`src/design/bf_consts.svh`:
```
`ifndef BF_CONSTS_SVH
`define BF_CONSTS_SVH

// --------------------------------------------------
// frame geometry.
// --------------------------------------------------
`define BF_COLS 16
`define BF_ROWS 12

// square window side.
`define BF_WIN 9

// clocks from the pixel accept edge to o_valid.
`define BF_LAT 8

// width of the column and row counters.
`define BF_CNT_W 10

`endif

```
`src/design/bf_pkg.sv`:
```
`default_nettype none
`include "bf_consts.svh"

package bf_pkg;

  // one grayscale sample.
  typedef logic [7:0] pix_t;

  // sum of one 9-pixel column.
  typedef logic [11:0] col_sum_t;

  // sum of the full 9x9 window, 81 pixels.
  typedef logic [14:0] win_sum_t;

  // column or row position inside the frame.
  typedef logic [`BF_CNT_W-1:0] cnt_t;

  // frame controller.
  typedef enum logic [1:0] {
    ST_IDLE,
    ST_FILL,
    ST_RUN,
    ST_DONE
  } ctrl_state_t;

endpackage

`default_nettype wire

```
`src/design/line_buffer.sv`:
```
`timescale 1ns/100ps
`default_nettype none
`include "bf_consts.svh"

module line_buffer
  import bf_pkg::*;
(
  input  logic clk,
  input  logic rst_n,
  input  logic i_pix_valid,
  input  pix_t i_pix,
  output pix_t o_p1,
  output pix_t o_p2,
  output pix_t o_p3,
  output pix_t o_p4,
  output pix_t o_p5,
  output pix_t o_p6,
  output pix_t o_p7,
  output pix_t o_p8,
  output pix_t o_p9
);

  localparam int DEPTH = `BF_COLS;
  localparam int NROWS = `BF_WIN - 1;
  localparam int PTR_W = $clog2(DEPTH);

  pix_t             row_mem [NROWS][DEPTH];
  pix_t             rd_col  [NROWS];
  pix_t             pix_q;
  logic             vld_q;
  logic [PTR_W-1:0] wr_ptr;

  // accept stage.
  always_ff @(posedge clk or negedge rst_n) begin
    if (!rst_n) begin
      pix_q <= '0;
      vld_q <= 1'b0;
    end else begin
      pix_q <= i_pix;
      vld_q <= i_pix_valid;
    end
  end

  // row_mem[0] holds the oldest row.
  always_comb begin
    for (int k = 0; k < NROWS; k++) begin
      rd_col[k] = row_mem[k][wr_ptr];
    end
  end

  // push the column up by one row.
  always_ff @(posedge clk) begin
    if (vld_q) begin
      for (int k = 0; k < NROWS - 1; k++) begin
        row_mem[k][wr_ptr] <= rd_col[k+1];
      end
      row_mem[NROWS-1][wr_ptr] <= pix_q;
    end
  end

  always_ff @(posedge clk or negedge rst_n) begin
    if (!rst_n) begin
      wr_ptr <= '0;
      o_p1   <= '0;
      o_p2   <= '0;
      o_p3   <= '0;
      o_p4   <= '0;
      o_p5   <= '0;
      o_p6   <= '0;
      o_p7   <= '0;
      o_p8   <= '0;
      o_p9   <= '0;
    end else if (vld_q) begin
      wr_ptr <= (wr_ptr == PTR_W'(DEPTH - 1)) ? '0 : wr_ptr + 1'b1;
      o_p1   <= rd_col[0];
      o_p2   <= rd_col[1];
      o_p3   <= rd_col[2];
      o_p4   <= rd_col[3];
      o_p5   <= rd_col[4];
      o_p6   <= rd_col[5];
      o_p7   <= rd_col[6];
      o_p8   <= rd_col[7];
      o_p9   <= pix_q;
    end
  end

endmodule

`default_nettype wire

```
`src/design/window_sum.sv`:
```
`timescale 1ns/100ps
`default_nettype none
`include "bf_consts.svh"

module window_sum
  import bf_pkg::*;
(
  input  logic     clk,
  input  logic     rst_n,
  input  pix_t     i_p1,
  input  pix_t     i_p2,
  input  pix_t     i_p3,
  input  pix_t     i_p4,
  input  pix_t     i_p5,
  input  pix_t     i_p6,
  input  pix_t     i_p7,
  input  pix_t     i_p8,
  input  pix_t     i_p9,
  input  logic     i_valid,
  input  logic     i_clr,
  input  logic     i_ld_en,
  input  logic     i_sub_en,
  output cnt_t     o_col_idx,
  output cnt_t     o_row_idx,
  output win_sum_t o_win_sum,
  output pix_t     o_center
);

  localparam int DLY     = `BF_WIN;
  // half a window of columns plus the tree and total stages.
  localparam int CTR_DLY = (`BF_WIN - 1) / 2 + 5;

  pix_t        c1, c2, c3, c4, c5, c6, c7, c8, c9;
  logic [8:0]  s12, s34, s56, s78;
  logic [9:0]  s1234, s5678;
  logic [10:0] s18;
  pix_t        p9_d [3];
  col_sum_t    col_sum;
  col_sum_t    cs_dly [DLY];
  win_sum_t    cs_new;
  win_sum_t    cs_old;
  win_sum_t    total;
  pix_t        ctr_dly [CTR_DLY];
  logic        col_last;

  // --------------------------------------------------
  // column adder tree
  // --------------------------------------------------
  always_ff @(posedge clk or negedge rst_n) begin
    if (!rst_n) begin
      c1      <= '0;
      c2      <= '0;
      c3      <= '0;
      c4      <= '0;
      c5      <= '0;
      c6      <= '0;
      c7      <= '0;
      c8      <= '0;
      c9      <= '0;
      s12     <= '0;
      s34     <= '0;
      s56     <= '0;
      s78     <= '0;
      s1234   <= '0;
      s5678   <= '0;
      s18     <= '0;
      col_sum <= '0;
      for (int k = 0; k < 3; k++) begin
        p9_d[k] <= '0;
      end
    end else begin
      c1      <= i_p1;
      c2      <= i_p2;
      c3      <= i_p3;
      c4      <= i_p4;
      c5      <= i_p5;
      c6      <= i_p6;
      c7      <= i_p7;
      c8      <= i_p8;
      c9      <= i_p9;
      s12     <= {1'b0, c1} + {1'b0, c2};
      s34     <= {1'b0, c3} + {1'b0, c4};
      s56     <= {1'b0, c5} + {1'b0, c6};
      s78     <= {1'b0, c7} + {1'b0, c8};
      s1234   <= {1'b0, s12} + {1'b0, s34};
      s5678   <= {1'b0, s56} + {1'b0, s78};
      s18     <= {1'b0, s1234} + {1'b0, s5678};
      // bottom pixel joins at the last level.
      p9_d[0] <= c9;
      p9_d[1] <= p9_d[0];
      p9_d[2] <= p9_d[1];
      col_sum <= {1'b0, s18} + {4'b0, p9_d[2]};
    end
  end

  // --------------------------------------------------
  // running window total
  // --------------------------------------------------
  assign cs_new = win_sum_t'(col_sum);
  assign cs_old = i_sub_en ? win_sum_t'(cs_dly[DLY-1]) : '0;

  always_ff @(posedge clk or negedge rst_n) begin
    if (!rst_n) begin
      total <= '0;
      for (int k = 0; k < DLY; k++) begin
        cs_dly[k] <= '0;
      end
      for (int k = 0; k < CTR_DLY; k++) begin
        ctr_dly[k] <= '0;
      end
    end else begin
      if (i_ld_en) begin
        total <= cs_new;
      end else begin
        total <= total + cs_new - cs_old;
      end
      cs_dly[0]  <= col_sum;
      ctr_dly[0] <= c5;
      for (int k = 1; k < DLY; k++) begin
        cs_dly[k] <= cs_dly[k-1];
      end
      for (int k = 1; k < CTR_DLY; k++) begin
        ctr_dly[k] <= ctr_dly[k-1];
      end
    end
  end

  assign o_win_sum = total;
  assign o_center  = ctr_dly[CTR_DLY-1];

  // position of the pixel being accepted now.
  assign col_last = (o_col_idx == cnt_t'(`BF_COLS - 1));

  always_ff @(posedge clk or negedge rst_n) begin
    if (!rst_n) begin
      o_col_idx <= '0;
      o_row_idx <= '0;
    end else if (i_clr) begin
      o_col_idx <= '0;
      o_row_idx <= '0;
    end else if (i_valid) begin
      if (col_last) begin
        o_col_idx <= '0;
        o_row_idx <= o_row_idx + 1'b1;
      end else begin
        o_col_idx <= o_col_idx + 1'b1;
      end
    end
  end

endmodule

`default_nettype wire

```
`src/design/filter_ctrl.sv`:
```
`timescale 1ns/100ps
`default_nettype none
`include "bf_consts.svh"

module filter_ctrl
  import bf_pkg::*;
(
  input  logic clk,
  input  logic rst_n,
  input  logic i_frame_start,
  input  logic i_pix_valid,
  input  cnt_t i_col_idx,
  input  cnt_t i_row_idx,
  output logic o_clr,
  output logic o_ld_en,
  output logic o_sub_en,
  output logic o_out_en,
  output logic o_busy
);

  localparam int TOT_DLY = `BF_LAT - 1;
  localparam int OUT_DLY = `BF_LAT;
  localparam int DRN_W   = $clog2(`BF_LAT + 1);
  // first column and row that close a full window.
  localparam int EDGE    = `BF_WIN - 1;

  ctrl_state_t        state, state_nxt;
  logic [DRN_W-1:0]   drain_cnt;
  logic               last_pix;
  logic               ld_dec, sub_dec, out_dec;
  logic [TOT_DLY-1:0] ld_sr, sub_sr;
  logic [OUT_DLY-1:0] out_sr;

  assign last_pix = i_pix_valid && (i_col_idx == cnt_t'(`BF_COLS - 1))
                    && (i_row_idx == cnt_t'(`BF_ROWS - 1));

  always_comb begin
    state_nxt = state;
    case (state)
      ST_IDLE: if (i_frame_start) state_nxt = ST_FILL;
      ST_FILL: if (i_row_idx >= cnt_t'(EDGE)) state_nxt = ST_RUN;
      ST_RUN:  if (last_pix) state_nxt = ST_DONE;
      ST_DONE: begin
        if (i_frame_start) begin
          state_nxt = ST_FILL;
        end else if (drain_cnt == DRN_W'(`BF_LAT)) begin
          state_nxt = ST_IDLE;
        end
      end
      default: state_nxt = ST_IDLE;
    endcase
  end

  always_ff @(posedge clk or negedge rst_n) begin
    if (!rst_n) begin
      state     <= ST_IDLE;
      drain_cnt <= '0;
    end else begin
      state     <= state_nxt;
      drain_cnt <= (state == ST_DONE) ? drain_cnt + 1'b1 : '0;
    end
  end

  // --------------------------------------------------
  // strobes, decoded at accept and aligned to the data
  // --------------------------------------------------
  assign ld_dec  = i_pix_valid && (i_col_idx == '0);
  assign sub_dec = i_pix_valid && (i_col_idx >= cnt_t'(`BF_WIN));
  assign out_dec = (state == ST_RUN) && i_pix_valid
                   && (i_col_idx >= cnt_t'(EDGE)) && (i_row_idx >= cnt_t'(EDGE));

  always_ff @(posedge clk or negedge rst_n) begin
    if (!rst_n) begin
      ld_sr  <= '0;
      sub_sr <= '0;
      out_sr <= '0;
    end else begin
      ld_sr  <= {ld_sr[TOT_DLY-2:0], ld_dec};
      sub_sr <= {sub_sr[TOT_DLY-2:0], sub_dec};
      out_sr <= {out_sr[OUT_DLY-2:0], out_dec};
    end
  end

  assign o_clr    = i_frame_start;
  assign o_ld_en  = ld_sr[TOT_DLY-1];
  assign o_sub_en = sub_sr[TOT_DLY-1];
  assign o_out_en = out_sr[OUT_DLY-1];
  assign o_busy   = (state != ST_IDLE);

endmodule

`default_nettype wire

```
`src/design/threshold_out.sv`:
```
`timescale 1ns/100ps
`default_nettype none

module threshold_out
  import bf_pkg::*;
(
  input  logic     clk,
  input  logic     rst_n,
  input  logic     i_out_en,
  input  win_sum_t i_win_sum,
  input  pix_t     i_center,
  output logic     o_valid,
  output win_sum_t o_win_sum,
  output pix_t     o_center,
  output logic     o_bin
);

  win_sum_t ctr_ext;
  win_sum_t ctr_x81;

  // 81 = 64 + 16 + 1, at most 20655.
  assign ctr_ext = win_sum_t'(i_center);
  assign ctr_x81 = (ctr_ext << 6) + (ctr_ext << 4) + ctr_ext;

  always_ff @(posedge clk or negedge rst_n) begin
    if (!rst_n) begin
      o_valid   <= 1'b0;
      o_win_sum <= '0;
      o_center  <= '0;
      o_bin     <= 1'b0;
    end else begin
      o_valid <= i_out_en;
      if (i_out_en) begin
        o_win_sum <= i_win_sum;
        o_center  <= i_center;
        o_bin     <= (ctr_x81 > i_win_sum);
      end
    end
  end

endmodule

`default_nettype wire

```
`src/design/box_filter_top.sv`:
```
`timescale 1ns/100ps
`default_nettype none

module box_filter_top
  import bf_pkg::*;
(
  input  logic     clk,
  input  logic     rst_n,
  input  logic     i_frame_start,
  input  logic     i_pix_valid,
  input  pix_t     i_pix,
  output logic     o_valid,
  output logic     o_bin,
  output logic     o_busy,
  output win_sum_t o_win_sum,
  output pix_t     o_center
);

  pix_t     col_p1, col_p2, col_p3, col_p4, col_p5;
  pix_t     col_p6, col_p7, col_p8, col_p9;
  cnt_t     col_idx, row_idx;
  win_sum_t win_sum;
  pix_t     center;
  logic     clr, ld_en, sub_en, out_en;

  line_buffer line_buffer_i (
    .clk         (clk),
    .rst_n       (rst_n),
    .i_pix_valid (i_pix_valid),
    .i_pix       (i_pix),
    .o_p1        (col_p1),
    .o_p2        (col_p2),
    .o_p3        (col_p3),
    .o_p4        (col_p4),
    .o_p5        (col_p5),
    .o_p6        (col_p6),
    .o_p7        (col_p7),
    .o_p8        (col_p8),
    .o_p9        (col_p9)
  );

  window_sum window_sum_i (
    .clk       (clk),
    .rst_n     (rst_n),
    .i_p1      (col_p1),
    .i_p2      (col_p2),
    .i_p3      (col_p3),
    .i_p4      (col_p4),
    .i_p5      (col_p5),
    .i_p6      (col_p6),
    .i_p7      (col_p7),
    .i_p8      (col_p8),
    .i_p9      (col_p9),
    .i_valid   (i_pix_valid),
    .i_clr     (clr),
    .i_ld_en   (ld_en),
    .i_sub_en  (sub_en),
    .o_col_idx (col_idx),
    .o_row_idx (row_idx),
    .o_win_sum (win_sum),
    .o_center  (center)
  );

  filter_ctrl filter_ctrl_i (
    .clk           (clk),
    .rst_n         (rst_n),
    .i_frame_start (i_frame_start),
    .i_pix_valid   (i_pix_valid),
    .i_col_idx     (col_idx),
    .i_row_idx     (row_idx),
    .o_clr         (clr),
    .o_ld_en       (ld_en),
    .o_sub_en      (sub_en),
    .o_out_en      (out_en),
    .o_busy        (o_busy)
  );

  threshold_out threshold_out_i (
    .clk       (clk),
    .rst_n     (rst_n),
    .i_out_en  (out_en),
    .i_win_sum (win_sum),
    .i_center  (center),
    .o_valid   (o_valid),
    .o_win_sum (o_win_sum),
    .o_center  (o_center),
    .o_bin     (o_bin)
  );

endmodule

`default_nettype wire

```
`config.mk`:
```
export PLATFORM = sky130hd
export DESIGN_NAME = box_filter_top
export DESIGN_NICKNAME = d
export VERILOG_FILES = /design/src/design/bf_pkg.sv /design/src/design/line_buffer.sv /design/src/design/window_sum.sv /design/src/design/filter_ctrl.sv /design/src/design/threshold_out.sv /design/src/design/box_filter_top.sv
export VERILOG_INCLUDE_DIRS = /design/src /design/src/design
export SDC_FILE = /design/constraint.sdc
export NUM_CORES = 2
export LEC_CHECK = 0
export BUFFER_PORTS_ARGS = -buffer_cell sky130_fd_sc_hd__buf_2
export CORE_MARGIN = 1.5
export CORE_UTILIZATION = 40
export CTS_CLUSTER_SIZE = 25
export DETAILED_ROUTE_END_ITERATION = 8
export SLEW_MARGIN = 20
export SYNTH_ARGS = -nofsm -noshare
export SYNTH_HDL_FRONTEND = slang
export SYNTH_HIERARCHICAL = 1
export SYNTH_SLANG_ARGS = --single-unit
```
`constraint.sdc`:
```
create_clock -name clk -period 9.2 [get_ports clk]
set_input_delay 0.92 -clock clk [delete_from_list [all_inputs] [get_ports clk]]
set_output_delay 0.92 -clock clk [all_outputs]
set_load 0.01 [all_outputs]
```
==> Word-level counts from Yosys, hierarchy flattened <==
Memories as Yosys holds them, arrays and structs flattened.
Index checks and enable logic that the tools add are counted.
{ "totals": {"in_bits": 12, "ram_bits": 1024, "ff_bits": 528, "mem_count": 1, "wordCells": 156, "out_inout_bits": 26} }
{ "op_classes": {"n_eq_ne": 11, "magnitude_cmp": 6, "n_reduce_logical": 15, "bitwise_logic": 1, "n_mux": 44, "add_sub_neg": 16} }
{ "memory_table": {"columns": ["name", "depth", "width", "read_ports", "rd_ports_with_merged_regs", "write_ports", "line_no", "source"], "rows": [
  ["line_buffer_i.row_mem", 8, 128, 8, 0, 8, "line_buffer.sv:27", "pix_t row_mem [NROWS][DEPTH];"]
]} }
{ "ops": {"columns": ["op", "n"], "rows": [
  ["binary-select mux 8 bit (select 4 bit)", 8],
  ["2-to-1 mux 8 bit", 17],
  ["2-to-1 mux 128 bit", 1],
  ["2-to-1 mux 10 bit", 6],
  ["adder 8 x 8 -> 9 bit", 4],
  ["demux 8 bit (select 4 bit)", 1],
  ["greater-or-equal comparator 10 x 4 -> 1 bit (second input constant)", 3],
  ["adder 10 x 1 -> 10 bit (second input constant)", 2],
  ["adder 9 x 9 -> 10 bit", 2],
  ["== test 10 x 4 -> 1 bit (second input constant)", 2],
  ["adder 14 x 12 -> 15 bit", 1],
  ["adder 15 x 12 -> 15 bit", 1],
  ["adder 15 x 8 -> 15 bit", 1],
  ["> comparator 15 bit", 1],
  ["2-to-1 mux 15 bit", 1],
  ["subtractor 15 bit", 1],
  ["adder 11 x 8 -> 12 bit", 1],
  ["2-to-1 mux 12 bit", 1],
  ["adder 10 x 10 -> 11 bit", 1],
  ["zero test 10 bit", 1],
  ["2-to-1 mux 2 bit", 5],
  ["adder 4 x 1 -> 4 bit (second input constant)", 2],
  ["== test 4 bit (second input constant)", 2],
  ["logical AND 1 bit", 8],
  ["other kinds (15)", 20]
]} }

==> Longest topological paths before layout <==
{ "logic_depth": {"depth_word": 6, "mapped_depth": 15, "mapped_depth_nobuf": 14} }

==> By module <==
The synthesis kept the hierarchy.
{ "modules_own_cells": {"columns": ["mod", "area_each_um2", "instances", "cells_each", "seq_area_each_um2"], "rows": [
  ["line_buffer", 42191.7, 1, 1898, 32876.5],
  ["window_sum", 14246.2, 1, 1015, 9759.4],
  ["threshold_out", 1779.2, 1, 159, 625.6],
  ["filter_ctrl", 1056.0, 1, 74, 700.7]
]} }

==> Worst setup path after synthesis <==
Ideal clock, no wire load.
{ "synth_timing": {"path_type": "reg2reg", "start": "reg line_buffer_i.wr_ptr[0]", "end": "mem line_buffer_i/row_mem[0][200] (netlist name) (enable)", "synth_period_minus_slack_ns": 4.851, "arrival_time_ns": 4.358, "stages_incl_launch_ff": 10, "slack_ns": 4.349, "path_cell_list": "dfrtp_1 buf_6 buf_6 buf_6 buf_6 clkbuf_1 inv_1 ha_1 nand2_1 nor2b_1"} }
{ "synth_rtl": {"columns": ["element", "line_no", "source"], "rows": [
  ["start: declaration", "line_buffer.sv:31", "logic [PTR_W-1:0] wr_ptr;"],
  ["start signal: assignment", "line_buffer.sv:74", "wr_ptr <= (wr_ptr == PTR_W'(DEPTH - 1)) ? '0 : wr_ptr + 1'b1;"],
  ["end: declaration", "line_buffer.sv:27", null]
]} }

==> results.sh <==
export IMPL_clkTransAtPathRegs_ns=0.06
export IMPL_detail_route_wirelength_um=129000
export IMPL_type_of_the_worst_min_delay_path="in -> async"
export IMPL_finalHoldViolCount=0
export IMPL_postSynth_asyncResetShare_pct=34.0
export IMPL_finalCritPeriodShare_pct=49.4
export IMPL_preCtsSetupSlack_ns=4.38
export IMPL_input_output_buffers=37
export IMPL_rr_worst_depth=6
export IMPL_yosysWarningCount=6
export IMPL_unrepaired_setup_endpoints_after_global_routing="no"
export IMPL_ys_ff_latch=1552
export IMPL_arrival_ns=5.21
export IMPL_fmaxAchievable_ghz=0.220
export IMPL_syn_inst=3146
export IMPL_antennaDiodeCount=0
export IMPL_reg2reg_from="line_buffer_i/wr_ptr[0]"
export IMPL_insertion_delay_ns=0.80
export IMPL_register_area_share_after_synthesis_pct=74.2
export IMPL_cts_h_tree_depth=4
export IMPL_max_cap_violations=0
export IMPL_clock_skew_final_ns=0.0602
export IMPL_dp_cells=5024
export IMPL_syn_to_final_growth_pct=13.1
export IMPL_wl_per_cell_um=24.3
export IMPL_ys_dominant_reg_cell="sky130_fd_sc_hd__edfxtp_1"
export IMPL_tritoncts="done"
export IMPL_hold_worst_slack_ns=0.163
export IMPL_routed_via_count=28400
export IMPL_postSynthAreaPerCell_sq_um=18.8
export IMPL_grt_max_degree=151
export IMPL_antenna_left=0
export IMPL_ff2ff_setup_slack_ns=4.66
export IMPL_floorplan_die_area_sq_mm=0.151
export IMPL_clock_path_buffers=3
export IMPL_synth_fp_nets=3306
export IMPL_postLayoutSetupSlackWorst_ns=4.66
export IMPL_grt_pass1_vias=29400
export IMPL_core_area_sq_mm=0.147
export IMPL_clock_tree_root_cell="sky130_fd_sc_hd__clkbuf_16"
export IMPL_die_y_um=388
export IMPL_status="completed"
export IMPL_clock_sink_count=1552
export IMPL_overall_global_routing_usage_pct=17.4
export IMPL_worstPathRequired_ns=9.87
export IMPL_timing_critical_path_from_type="flop"
export IMPL_netlist_top_cells_area="sky130_fd_sc_hd__edfxtp_1, sky130_fd_sc_hd__dfrtp_1, sky130_fd_sc_hd__mux4_2"
export IMPL_cts_buffers_inserted=159
export IMPL_netlist_area_leader_share_pct=51.9
export IMPL_drc_errors=0
export IMPL_initial_antenna_violation_count=6
export IMPL_dp_final_hpwl_um=70000
export IMPL_fin_cells=5325
export IMPL_cts_repair_timing_setup_buffer_count=0
export IMPL_cp_max_fo=100
export IMPL_first_pass_grt_wire_length_um=193000
export IMPL_synth_lib_cells_used_distinct=78
export IMPL_final_core_util_pct=45.5
export IMPL_worstSetupPathType="reg -> reg"
export IMPL_tightestPinTransition_ns=1.13
export IMPL_pin_count=38
export IMPL_global_route_overflow_total=0
export IMPL_post_route_cells_drive_above_1_share_pct=23.3
export IMPL_holdBufCountCts=0
export IMPL_ir_drop_mv=0.238
export IMPL_power_per_cell_area_mw_per_mm2=368
export IMPL_regToRegEndpoint="line_buffer_i/o_p8[7]"
export IMPL_setup_viol=0
export IMPL_detail_route_iter0_violations=2300
export IMPL_num_rows=141
export IMPL_synth_top_area_cell="sky130_fd_sc_hd__edfxtp_1"
export IMPL_post_cts_sizing_count=0
export IMPL_die_x_um=388
export IMPL_final_max_slew_viol_count=0
export IMPL_routabilityCongestion=0.744
export IMPL_effective_utilization_at_floorplan_pct=40.2
export IMPL_drt_pre_antenna_iters=5
export IMPL_leakagePower_nw=24.4
export IMPL_setup_tns_ns=0
export IMPL_synth_enable_flop_cells=1024
export IMPL_slew_headroom_pct=24.8
export IMPL_worst_setup_path_end_kind="flop"
export IMPL_route_detailed_vias_per_inst=5.33
export IMPL_post_route_min_period_ns=4.54
export IMPL_syn_cell_area_sq_mm=0.0593
export IMPL_num_nets_final=3418
==> power by group <==
part	total, mW	internal, mW	leakage [nW]	switching (mW)
Combinational	7.38	2.82	6.08	4.57
Sequential	10.9	10.1	15.7	0.796
Clock	6.39	3.67	2.58	2.72
==> worst max-delay path by stage <==
stage                             from                            end  slack (ns)  depth (start not counted)
3_3_place_gp   line_buffer_i/wr_ptr[0]          line_buffer_i/o_p8[7]        4.48                          6
5_1_grt        line_buffer_i/wr_ptr[0]          line_buffer_i/o_p8[7]        4.07                          6
2_1_floorplan  line_buffer_i/wr_ptr[0]  line_buffer_i/row_mem[0][200]        4.35                          9
3_5_place_dp   line_buffer_i/wr_ptr[0]          line_buffer_i/o_p8[7]        4.38                          6
6_report       line_buffer_i/wr_ptr[0]          line_buffer_i/o_p8[7]        4.66                          6
4_1_cts        line_buffer_i/wr_ptr[0]          line_buffer_i/o_p8[7]        4.40                          6
==> routing by layer <==
layer | GRT usage, % | share of wire, % | vias to the layer above
li1 | - | - | 12300
met1 | 24.1 | 44 | 15100
met2 | 27.6 | 48 | 768
met3 | 3.11 | 5.7 | 194
met4 | 6.05 | 2.8 | 0
met5 | 0 | 0 | -
==> area by class of cell <==
class	instances	area [sq um]
Clock inverter	74	852
Tap cell	1930	2410
Multi-Input combinational cell	1344	14300
Sequential cell	1552	44000
Clock buffer	224	4430
Timing Repair Buffer	79	606
Inverter	122	458
Fill cell	12500	80400
==> synthesized netlist by cell type (8+ instances only) <==
master and number:
sky130_fd_sc_hd__dfrtp_1 528, sky130_fd_sc_hd__and2_1 17, sky130_fd_sc_hd__clkbuf_1 61, sky130_fd_sc_hd__buf_2 18
sky130_fd_sc_hd__a22oi_2 49, sky130_fd_sc_hd__o21a_1 14, sky130_fd_sc_hd__nor2_1 87, sky130_fd_sc_hd__fa_1 23
sky130_fd_sc_hd__xor2_1 27, sky130_fd_sc_hd__nand4_1 9, sky130_fd_sc_hd__nand3_1 81, sky130_fd_sc_hd__and3_1 9
sky130_fd_sc_hd__inv_1 120, sky130_fd_sc_hd__a21oi_1 58, sky130_fd_sc_hd__buf_4 18, sky130_fd_sc_hd__a32oi_1 8
sky130_fd_sc_hd__o21ai_1 30, sky130_fd_sc_hd__nand2b_1 16, sky130_fd_sc_hd__nand3_2 49, sky130_fd_sc_hd__a21o_1 16
sky130_fd_sc_hd__mux2_2 89, sky130_fd_sc_hd__xnor2_1 58, sky130_fd_sc_hd__nor3_1 21, sky130_fd_sc_hd__edfxtp_1 1024
sky130_fd_sc_hd__buf_6 14, sky130_fd_sc_hd__mux2i_1 26, sky130_fd_sc_hd__a211oi_1 16, sky130_fd_sc_hd__buf_1 17
sky130_fd_sc_hd__o21bai_1 9, sky130_fd_sc_hd__mux4_2 240, sky130_fd_sc_hd__a31oi_1 15, sky130_fd_sc_hd__o21ai_0 45
sky130_fd_sc_hd__nand2_1 106, sky130_fd_sc_hd__ha_1 125, sky130_fd_sc_hd__nor2b_1 20
==> through the flow <==
step | instance area (sq um) | power, mW
after global placement | 61700 | 18.4
final | 67100 | 24.7
after global routing | 67100 | 26.0
after floorplan | 59300 | 16.1
after CTS | 67000 | 25.0
after detailed placement | 61700 | 18.5
==> layout by cell type, fill, tap and decap left out, types with 19 or more instances in the layout <==
cell type / netlist / routed
sky130_fd_sc_hd__nor3_1: 21 / 21
sky130_fd_sc_hd__clkbuf_1: 61 / 45
sky130_fd_sc_hd__nand3_2: 49 / 49
sky130_fd_sc_hd__fa_1: 23 / 23
sky130_fd_sc_hd__mux2_2: 89 / 89
sky130_fd_sc_hd__o21ai_1: 30 / 30
sky130_fd_sc_hd__clkbuf_8: 0 / 19
sky130_fd_sc_hd__xnor2_1: 58 / 58
sky130_fd_sc_hd__nand3_1: 81 / 81
sky130_fd_sc_hd__nor2_1: 87 / 71
sky130_fd_sc_hd__inv_1: 120 / 120
sky130_fd_sc_hd__buf_2: 18 / 36
sky130_fd_sc_hd__mux2i_1: 26 / 26
sky130_fd_sc_hd__clkbuf_16: 0 / 160
sky130_fd_sc_hd__dfrtp_1: 528 / 523
sky130_fd_sc_hd__ha_1: 125 / 125
sky130_fd_sc_hd__edfxtp_1: 1024 / 1024
sky130_fd_sc_hd__a22oi_2: 49 / 49
sky130_fd_sc_hd__nand2_1: 106 / 106
sky130_fd_sc_hd__mux4_2: 240 / 240
sky130_fd_sc_hd__o21ai_0: 45 / 45
sky130_fd_sc_hd__a21oi_1: 58 / 58
sky130_fd_sc_hd__xor2_1: 27 / 27
sky130_fd_sc_hd__clkinv_2: 0 / 29
sky130_fd_sc_hd__buf_4: 18 / 35
==> worst max-delay path, cell delays in order (launching register included) <==
cell,delay (ns)
sky130_fd_sc_hd__dfrtp_4,1.03
sky130_fd_sc_hd__buf_12,0.70
sky130_fd_sc_hd__buf_4,0.79
sky130_fd_sc_hd__mux4_2,0.59
sky130_fd_sc_hd__a22oi_1,0.25
sky130_fd_sc_hd__nand3_1,0.48
sky130_fd_sc_hd__mux2_2,0.47
==> logic make-up (layout without fill, tap and decap cells) <==
logic type	after synthesis	in the layout	synth area share (%)
simple gates	444	444	4.06
compound gates	310	310	3.89
fa+ha+maj	148	148	3.42
mux	357	357	11.3
flops	1552	1552	74.2
xor+xnor	85	85	1.26
buf+inv	250	499	1.91
==> state kept, by name, summed over array words and instances (netlist names), 11 cells and up <==
register                   cells
window_sum_i/ctr_dly          64
line_buffer_i/row_mem       1024
window_sum_i/o_win_sum        15
window_sum_i/p9_d             24
window_sum_i/s18              11
threshold_out_i/o_win_sum     15
window_sum_i/cs_dly          108
window_sum_i/col_sum          12
(Power assumes the default switching activity.)
